**src/hdl/execPkg.sv**
```systemverilog
`default_nettype none

package execPkg;

    localparam int dataWidth    = 32;
    localparam int tagWidth     = 4;
    localparam int memDepth     = 64;
    localparam int memAddrWidth = $clog2(memDepth); // word index.

    localparam logic [dataWidth-1:0] pcStep = 4; // one instruction.

    typedef enum logic [4:0] {
        LUI,
        AUIPC,
        JAL,
        JALR,
        BEQ,
        BNE,
        BLT,
        BGE,
        BLTU,
        BGEU,
        ADDI,
        SLTI,
        SLTIU,
        XORI,
        ORI,
        ANDI,
        SLLI,
        SRLI,
        SRAI,
        ADD,
        SUB,
        SLL,
        SLT,
        SLTU,
        XOR,
        SRL,
        SRA,
        OR,
        AND,
        LW,
        SW
    } execOp;

    // steers dispatch between the two units.
    function automatic logic isMemOp(input execOp op);
        return (op == LW) || (op == SW);
    endfunction

endpackage

`default_nettype wire

```
**src/hdl/aluExecute.sv**
```systemverilog
`timescale 1ns/1ps
`default_nettype none

module aluExecute (
    input  wire                           clk,
    input  wire                           rst,
    input  wire                           en,
    input  wire execPkg::execOp           op,
    input  wire [execPkg::dataWidth-1:0]  pc,
    input  wire [execPkg::dataWidth-1:0]  imm,
    input  wire [execPkg::tagWidth-1:0]   tag,
    input  wire [execPkg::dataWidth-1:0]  rs1,
    input  wire [execPkg::dataWidth-1:0]  rs2,
    output logic                          req,
    input  wire                           grant,
    output logic                          busy,
    output logic [execPkg::tagWidth-1:0]  resTag,
    output logic [execPkg::dataWidth-1:0] resData,
    output logic                          resTaken,
    output logic [execPkg::dataWidth-1:0] resNextPc
);

    logic                          accept;
    logic [execPkg::dataWidth-1:0] seqPc;
    logic [execPkg::dataWidth-1:0] branchPc;
    logic                          branchCond;
    logic [execPkg::dataWidth-1:0] nextData;
    logic                          nextTaken;
    logic [execPkg::dataWidth-1:0] nextPc;

    assign accept   = en && !req;
    assign busy     = req; // held result not yet on the bus.
    assign seqPc    = pc + execPkg::pcStep;
    assign branchPc = pc + imm;

    always_comb begin
        nextData   = '0;
        nextTaken  = 1'b0;
        nextPc     = seqPc;
        branchCond = 1'b0;
        case (op)
            execPkg::LUI:   nextData = imm;
            execPkg::AUIPC: nextData = branchPc;
            execPkg::JAL: begin
                nextData  = seqPc;
                nextTaken = 1'b1; // target already taken at fetch.
            end
            execPkg::JALR: begin
                nextData  = seqPc;
                nextTaken = 1'b1;
                nextPc    = rs1 + imm;
            end
            execPkg::BEQ:   branchCond = (rs1 == rs2);
            execPkg::BNE:   branchCond = (rs1 != rs2);
            execPkg::BLT:   branchCond = ($signed(rs1) < $signed(rs2));
            execPkg::BGE:   branchCond = ($signed(rs1) >= $signed(rs2));
            execPkg::BLTU:  branchCond = (rs1 < rs2);
            execPkg::BGEU:  branchCond = (rs1 >= rs2);
            execPkg::ADDI:  nextData = rs1 + imm;
            execPkg::SLTI:  nextData[0] = ($signed(rs1) < $signed(imm));
            execPkg::SLTIU: nextData[0] = (rs1 < imm); // imm already sign extended.
            execPkg::XORI:  nextData = rs1 ^ imm;
            execPkg::ORI:   nextData = rs1 | imm;
            execPkg::ANDI:  nextData = rs1 & imm;
            execPkg::SLLI:  nextData = rs1 << imm[4:0];
            execPkg::SRLI:  nextData = rs1 >> imm[4:0];
            execPkg::SRAI:  nextData = $signed(rs1) >>> imm[4:0];
            execPkg::ADD:   nextData = rs1 + rs2;
            execPkg::SUB:   nextData = rs1 - rs2;
            execPkg::SLL:   nextData = rs1 << rs2[4:0];
            execPkg::SLT:   nextData[0] = ($signed(rs1) < $signed(rs2));
            execPkg::SLTU:  nextData[0] = (rs1 < rs2);
            execPkg::XOR:   nextData = rs1 ^ rs2;
            execPkg::SRL:   nextData = rs1 >> rs2[4:0];
            execPkg::SRA:   nextData = $signed(rs1) >>> rs2[4:0];
            execPkg::OR:    nextData = rs1 | rs2;
            execPkg::AND:   nextData = rs1 & rs2;
            default: ; // memory ops go to the lsu.
        endcase
        if (branchCond) begin
            nextTaken = 1'b1;
            nextPc    = branchPc;
        end
    end

    always_ff @(posedge clk) begin
        if (rst) begin
            req <= 1'b0;
        end else if (accept) begin
            req <= 1'b1;
        end else if (grant) begin
            req <= 1'b0;
        end
    end

    // frozen while the arbiter serves the lsu.
    always_ff @(posedge clk) begin
        if (accept) begin
            resTag    <= tag;
            resData   <= nextData;
            resTaken  <= nextTaken;
            resNextPc <= nextPc;
        end
    end

endmodule

`default_nettype wire

```
**src/hdl/loadStoreUnit.sv**
```systemverilog
`timescale 1ns/1ps
`default_nettype none

module loadStoreUnit (
    input  wire                           clk,
    input  wire                           rst,
    input  wire                           en,
    input  wire execPkg::execOp           op,
    input  wire [execPkg::dataWidth-1:0]  imm,
    input  wire [execPkg::tagWidth-1:0]   tag,
    input  wire [execPkg::dataWidth-1:0]  rs1,
    input  wire [execPkg::dataWidth-1:0]  rs2,
    output logic                          req,
    input  wire                           grant,
    output logic                          busy,
    output logic [execPkg::tagWidth-1:0]  resTag,
    output logic [execPkg::dataWidth-1:0] resData
);

    logic [execPkg::dataWidth-1:0]    mem [execPkg::memDepth];
    logic                             accept;
    logic [execPkg::dataWidth-1:0]    effAddr;
    logic                             agValid;
    logic                             agStore;
    logic [execPkg::memAddrWidth-1:0] agIdx;
    logic [execPkg::tagWidth-1:0]     agTag;
    logic [execPkg::dataWidth-1:0]    agData;

    assign effAddr = rs1 + imm;
    assign busy    = agValid || req; // one op at a time keeps program order.
    assign accept  = en && !busy;

    always_ff @(posedge clk) begin
        if (rst) begin
            agValid <= 1'b0;
            req     <= 1'b0;
        end else begin
            agValid <= accept;
            if (agValid && !agStore) begin
                req <= 1'b1;
            end else if (grant) begin
                req <= 1'b0;
            end
        end
    end

    // address stage.
    always_ff @(posedge clk) begin
        if (accept) begin
            agIdx   <= effAddr[execPkg::memAddrWidth+1:2];
            agStore <= (op == execPkg::SW);
            agTag   <= tag;
            agData  <= rs2;
        end
    end

    // memory stage, load result held until granted.
    always_ff @(posedge clk) begin
        if (agValid) begin
            if (agStore) begin
                mem[agIdx] <= agData;
            end else begin
                resData <= mem[agIdx];
                resTag  <= agTag;
            end
        end
    end

endmodule

`default_nettype wire

```
**src/hdl/cdbArbiter.sv**
```systemverilog
`timescale 1ns/1ps
`default_nettype none

module cdbArbiter (
    input  wire                           clk,
    input  wire                           rst,
    input  wire                           aluReq,
    input  wire [execPkg::tagWidth-1:0]   aluTag,
    input  wire [execPkg::dataWidth-1:0]  aluData,
    input  wire                           aluTaken,
    input  wire [execPkg::dataWidth-1:0]  aluNextPc,
    input  wire                           lsuReq,
    input  wire [execPkg::tagWidth-1:0]   lsuTag,
    input  wire [execPkg::dataWidth-1:0]  lsuData,
    output logic                          aluGrant,
    output logic                          lsuGrant,
    output logic                          cdbEn,
    output logic [execPkg::tagWidth-1:0]  cdbTag,
    output logic [execPkg::dataWidth-1:0] cdbData,
    output logic                          cdbTaken,
    output logic [execPkg::dataWidth-1:0] cdbNextPc
);

    assign lsuGrant = lsuReq; // older memory work first.
    assign aluGrant = aluReq && !lsuReq;

    always_ff @(posedge clk) begin
        if (rst) begin
            cdbEn <= 1'b0;
        end else begin
            cdbEn <= aluGrant || lsuGrant;
        end
    end

    always_ff @(posedge clk) begin
        if (lsuGrant) begin
            cdbTag    <= lsuTag;
            cdbData   <= lsuData;
            cdbTaken  <= 1'b0;
            cdbNextPc <= '0; // loads carry no pc.
        end else if (aluGrant) begin
            cdbTag    <= aluTag;
            cdbData   <= aluData;
            cdbTaken  <= aluTaken;
            cdbNextPc <= aluNextPc;
        end
    end

endmodule

`default_nettype wire

```
**src/hdl/execCluster.sv**
```systemverilog
`timescale 1ns/1ps
`default_nettype none

module execCluster (
    input  wire                           clk,
    input  wire                           rst,
    input  wire                           dispEn,
    input  wire execPkg::execOp           dispOp,
    input  wire [execPkg::dataWidth-1:0]  dispPc,
    input  wire [execPkg::dataWidth-1:0]  dispImm,
    input  wire [execPkg::tagWidth-1:0]   dispTag,
    input  wire [execPkg::dataWidth-1:0]  dispRs1,
    input  wire [execPkg::dataWidth-1:0]  dispRs2,
    output logic                          aluBusy,
    output logic                          lsuBusy,
    output logic                          cdbEn,
    output logic [execPkg::tagWidth-1:0]  cdbTag,
    output logic [execPkg::dataWidth-1:0] cdbData,
    output logic                          cdbTaken,
    output logic [execPkg::dataWidth-1:0] cdbNextPc
);

    logic                          aluEn;
    logic                          lsuEn;
    logic                          aluReq;
    logic                          aluGrant;
    logic [execPkg::tagWidth-1:0]  aluTag;
    logic [execPkg::dataWidth-1:0] aluData;
    logic                          aluTaken;
    logic [execPkg::dataWidth-1:0] aluNextPc;
    logic                          lsuReq;
    logic                          lsuGrant;
    logic [execPkg::tagWidth-1:0]  lsuTag;
    logic [execPkg::dataWidth-1:0] lsuData;

    assign aluEn = dispEn && !execPkg::isMemOp(dispOp);
    assign lsuEn = dispEn && execPkg::isMemOp(dispOp);

    aluExecute i_alu (
        .clk(clk),
        .rst(rst),
        .en(aluEn),
        .op(dispOp),
        .pc(dispPc),
        .imm(dispImm),
        .tag(dispTag),
        .rs1(dispRs1),
        .rs2(dispRs2),
        .req(aluReq),
        .grant(aluGrant),
        .busy(aluBusy),
        .resTag(aluTag),
        .resData(aluData),
        .resTaken(aluTaken),
        .resNextPc(aluNextPc)
    );

    loadStoreUnit i_lsu (
        .clk(clk),
        .rst(rst),
        .en(lsuEn),
        .op(dispOp),
        .imm(dispImm),
        .tag(dispTag),
        .rs1(dispRs1),
        .rs2(dispRs2),
        .req(lsuReq),
        .grant(lsuGrant),
        .busy(lsuBusy),
        .resTag(lsuTag),
        .resData(lsuData)
    );

    cdbArbiter i_arb (
        .clk(clk),
        .rst(rst),
        .aluReq(aluReq),
        .aluTag(aluTag),
        .aluData(aluData),
        .aluTaken(aluTaken),
        .aluNextPc(aluNextPc),
        .lsuReq(lsuReq),
        .lsuTag(lsuTag),
        .lsuData(lsuData),
        .aluGrant(aluGrant),
        .lsuGrant(lsuGrant),
        .cdbEn(cdbEn),
        .cdbTag(cdbTag),
        .cdbData(cdbData),
        .cdbTaken(cdbTaken),
        .cdbNextPc(cdbNextPc)
    );

endmodule

`default_nettype wire

```
**config.mk**
```make
export PLATFORM = sky130hd
export DESIGN_NAME = execCluster
export DESIGN_NICKNAME = d
export VERILOG_FILES = /design/src/hdl/execPkg.sv /design/src/hdl/aluExecute.sv /design/src/hdl/loadStoreUnit.sv /design/src/hdl/cdbArbiter.sv /design/src/hdl/execCluster.sv
export SDC_FILE = /design/constraint.sdc
export NUM_CORES = 2
export LEC_CHECK = 0
export BUFFER_PORTS_ARGS = -buffer_cell sky130_fd_sc_hd__buf_2
export CAP_MARGIN = 25
export CORE_MARGIN = 2
export CORE_UTILIZATION = 40
export CTS_CLUSTER_SIZE = 40
export DETAILED_ROUTE_END_ITERATION = 10
export HOLD_SLACK_MARGIN = 0.08
export PLACE_DENSITY = 0.65
export SLEW_MARGIN = 30
export SYNTH_ARGS = -nofsm -noshare
export SYNTH_HDL_FRONTEND = slang
export SYNTH_SLANG_ARGS = --single-unit
export TNS_END_PERCENT = 5
```
**constraint.sdc**
```tcl
create_clock -name clk -period 15.5 [get_ports clk]
set_clock_uncertainty 0.1 [all_clocks]
set_input_delay 0 -clock clk [delete_from_list [all_inputs] [get_ports clk]]
set_output_delay 0 -clock clk [all_outputs]
set_load 0.05 [all_outputs]
```
==> results.txt <==
Max-Cap Viols = 0
Mapped Cells = 7018
Area share of the leading cell type in the synthesized netlist = 67.12%
Final-report max-slew violation count = 0
DRC violations left = 0
Critical Path Stages = 16
Adder-cell area share of the yosys netlist = 3.125%
Via count = 71550
Remaining global-route overflow = 0
Number of antenna violations at the first check in global routing = 42
Pwr Total = 0.01320 W
Drt wl/cell = 37.82 um
IO buf count = 211
DIE AREA = 253700 um2
Power density over the cells = 114.7 nW/um2
Die Span X = 503.6 um
Starting utilization of the core area = 40.19%
# rows = 183
Clock tree from TritonCTS = yes
Final period demand of the worst path = 5507 ps
Area growth from synthesis to final layout = 15.18%
Cell chain of the critical path = dlygate4sd3_1 > buf_4 > inv_1 > fa_1 > nor2b_1 > o311a_1 > o21ai_1 > a211oi_1 > or4b_1 > nand2b_4 > a22oi_2 > a21oi_2 > a32oi_4 > buf_4 > mux2_2 > dlygate4sd3_1
Total clock buffers created by CTS = 211
Placer's final routability congestion estimate = 1.112
Buf+Inv Stages, Crit Path = 5
Cell variety after synth = 90
Slew at the pin with the worst max-slew slack = 1223 ps
Endpoints failing setup = 0
Avg Cell Area, Syn = 14.23 um2
Syn Std Cell Area = 99860 um2
WP data required = 16010 ps
Net count after synthesis = 7405
Timing startpoint of the critical path = dispRs2[1]
Number of register bits inferred by synthesis = 2269
Fraction of registers with async set or reset after synthesis = 0%
Total leakage power = 37.85 nW
Nets@finish = 7788
Cell accounting for the most synthesized area = sky130_fd_sc_hd__edfxtp_1
Number of buffers added for setup after CTS = 0
Primary flip-flop cell chosen by synthesis mapping = sky130_fd_sc_hd__edfxtp_1
Sequential area share after synthesis = 67.86%
Later-pin clock latency in the skew report = 890 ps
Master of the slowest instance on the critical path = sky130_fd_sc_hd__or4b_1
Maximum cell stage delay along the critical path = 710 ps
GR Util All Layers = 31.72%
Xor/xnor cell area share of the yosys netlist = 0.9122%
Unrepaired setup endpoints after global routing = no
Critical setup path kind = in2reg
Peak clock frequency supported by timing = 181.6 MHz
Total half-perimeter wirelength after legalization and detailed placement = 270300 um
Arrival time at the worst endpoint = 6010 ps
Clock Root Buffer = sky130_fd_sc_hd__clkbuf_16
Dominant combinational cell family by area after synthesis = compound AO/OA/AOI/OAI gates
Worst relative slew slack = 17.62%
Post-Route WL = 413500 um
Post-DR vias/cell = 6.545
Final hold viol count = 0
R2R cell count = 9
Drt first-iter violations = 12520
R2R Path Start = i_lsu.agIdx[0]
Fraction of the cycle the final worst path needs = 35.53%
Post-synth EDFFs = 2232
CP Capture Point = i_alu.resNextPc[5]
Result of the run = completed
Fraction of layout instances using a drive strength above 1 = 14.53%
Most common library cell in the layout ignoring fill and taps = sky130_fd_sc_hd__edfxtp_1
Clock tree buffer depth = 3
Worst R2R Setup Slack = 10470 ps
Kind of launch point of the worst setup path = primary input
Family of cells with the greatest summed delay on the critical path = buffers and inverters
Total number of H-tree levels = 4
Y dimension of the die = 503.6 um
Vias in the first global route = 65430
Number of sinks handled by clock tree synthesis = 2269
Capturing point of the worst reg2reg path = i_lsu.resData[23]
Synth top area cells = sky130_fd_sc_hd__edfxtp_1, sky130_fd_sc_hd__a22oi_1, sky130_fd_sc_hd__ha_1
Synthesis warning total = 0
Layout fillers = 21480
Total negative slack for setup checks = 0 ps
Type of the worst min-delay path = in2reg
First-pass GRT wire length = 555900 um
CTS clk-pin slew, worst paths = 60 ps
Type of element capturing the critical path = flop
Post-synthesis mux area share = 3.780%
Maximum fanout along the worst path = 58
Leading cell types in the layout, fill and taps excluded = sky130_fd_sc_hd__edfxtp_1, sky130_fd_sc_hd__a22oi_1, sky130_fd_sc_hd__nor2_1
Initial DRT Pass Iterations = 9
Count of boundary I/O pins = 212
Core region area = 248400 um2
Largest net degree at the start of global routing = 105
VDD IR-drop max = 0.0001198 V
Share of synthesized cell area in and, or, nand and nor gates = 5.425%
Final antenna-violating net count = 0
Area fraction in compound gates after synthesis = 16.32%
synthesized netlist by cell type, types with 26 or more instances:
library cell	instances
sky130_fd_sc_hd__inv_1	150
sky130_fd_sc_hd__buf_1	83
sky130_fd_sc_hd__nand3_1	108
sky130_fd_sc_hd__nor2b_1	26
sky130_fd_sc_hd__a21oi_1	328
sky130_fd_sc_hd__nor4_1	60
sky130_fd_sc_hd__dfxtp_1	37
sky130_fd_sc_hd__a211oi_1	51
sky130_fd_sc_hd__nor2_1	441
sky130_fd_sc_hd__edfxtp_1	2232
sky130_fd_sc_hd__nand4_1	88
sky130_fd_sc_hd__a221oi_1	242
sky130_fd_sc_hd__ha_1	243
sky130_fd_sc_hd__mux2_2	76
sky130_fd_sc_hd__xor2_1	46
sky130_fd_sc_hd__a21o_1	55
sky130_fd_sc_hd__nand2_1	240
sky130_fd_sc_hd__a22oi_1	658
sky130_fd_sc_hd__mux2i_1	151
sky130_fd_sc_hd__mux4_2	56
sky130_fd_sc_hd__o22ai_1	49
sky130_fd_sc_hd__clkbuf_1	385
sky130_fd_sc_hd__o211ai_1	37
sky130_fd_sc_hd__buf_2	27
sky130_fd_sc_hd__o21ai_0	210
sky130_fd_sc_hd__nor3_1	71
sky130_fd_sc_hd__xnor2_1	58
sky130_fd_sc_hd__a31oi_1	226
sky130_fd_sc_hd__a22o_1	208
worst reg2reg max path: cells and delay by family (launching register included):
family          cells  cell delay [ps]
buf+inv             4             2490
flops               1              520
simple gates        3              970
compound gates      2              770
kinds of logic (layout without fill, tap and decap cells):
family / count (synthesis) / count (layout)
compound gates: 2284 / 2284
other cells: 0 / 22
xor+xnor: 104 / 104
flops: 2269 / 2269
buf+inv: 662 / 1224
simple gates: 1159 / 1159
mux: 293 / 293
fa+ha+maj: 247 / 247
state kept, by name, indices dropped and copies added, names as in the netlist:
signal	flops
i_arb.cdbData	32
i_lsu.agIdx	6
i_alu.resTag	4
i_lsu.agTag	4
i_alu.resNextPc	32
i_arb.cdbEn	1
i_alu.resData	32
i_lsu.req	1
i_lsu.agData	32
i_lsu.mem	2048
i_alu.busy	1
i_lsu.resData	32
i_lsu.agValid	1
i_alu.resTaken	1
i_arb.cdbTaken	1
i_arb.cdbNextPc	32
i_arb.cdbTag	4
i_lsu.resTag	4
i_lsu.agStore	1
power breakdown:
part | switching, W | total (W) | internal (W)
combinational | 0.000928 | 0.00131 | 0.000378
sequential | 0.0000259 | 0.00674 | 0.00671
clock | 0.00231 | 0.00515 | 0.00285
total | 0.00326 | 0.0132 | 0.00994
per-layer routing:
layer  vias up  global-route usage [%]  part of all wire (%)
li1      29180                       -                     -
met1     36420                   46.13                    40
met2      5258                   44.26                    41
met4        22                   12.47                   4.6
met3       668                   9.391                    14
met5         -                       0                 0.033
worst min path at each step:
stage | startpoint | endpoint | cells after the start
CTS | dispImm[1] | i_alu.resNextPc[1] | 3
global placement | dispTag[1] | i_alu.resTag[1] | 1
finish | dispImm[19] | i_alu.resNextPc[19] | 4
floorplan | rst | i_arb.cdbEn | 1
detailed placement | dispTag[1] | i_lsu.agTag[1] | 1
global route | dispRs2[17] | i_lsu.agData[17] | 2
through the flow:
stage | cells | setup WS, ps | util [%] | cell area (um2) | hold slack [ps]
CTS | 10910 | 10180 | 46.22 | 114800 | 83.02
detailed placement | 10340 | 10420 | 42.79 | 106300 | 107.5
global placement | 10340 | 9856 | 42.68 | 106000 | 103.7
finish | 10930 | 9993 | 46.30 | 115000 | 164.1
floorplan | 7018 | 8902 | - | 99860 | -28.39
global route | 10910 | 9889 | 46.28 | 115000 | 124.7
final cells by class:
cell class / instances / area, um2 / share of cell area [%]
multi-input cells: 4087 / 30400 / 26.43
well taps: 3330 / 4167 / 3.623
flip-flops and latches: 2269 / 67770 / 58.92
diodes: 22 / 55.05 / 0.04787
clock inverters: 126 / 1246 / 1.084
repair buffers: 675 / 5213 / 4.532
clock buffers: 266 / 5580 / 4.852
inverters: 157 / 589.3 / 0.5124
what timing repair did:
action / CTS / global route
hold buffers: 171 / 0
hold endpoints to repair: 167 / 0
gates resized for setup: 0 / 0
Power figures use the tool's default switching activity.
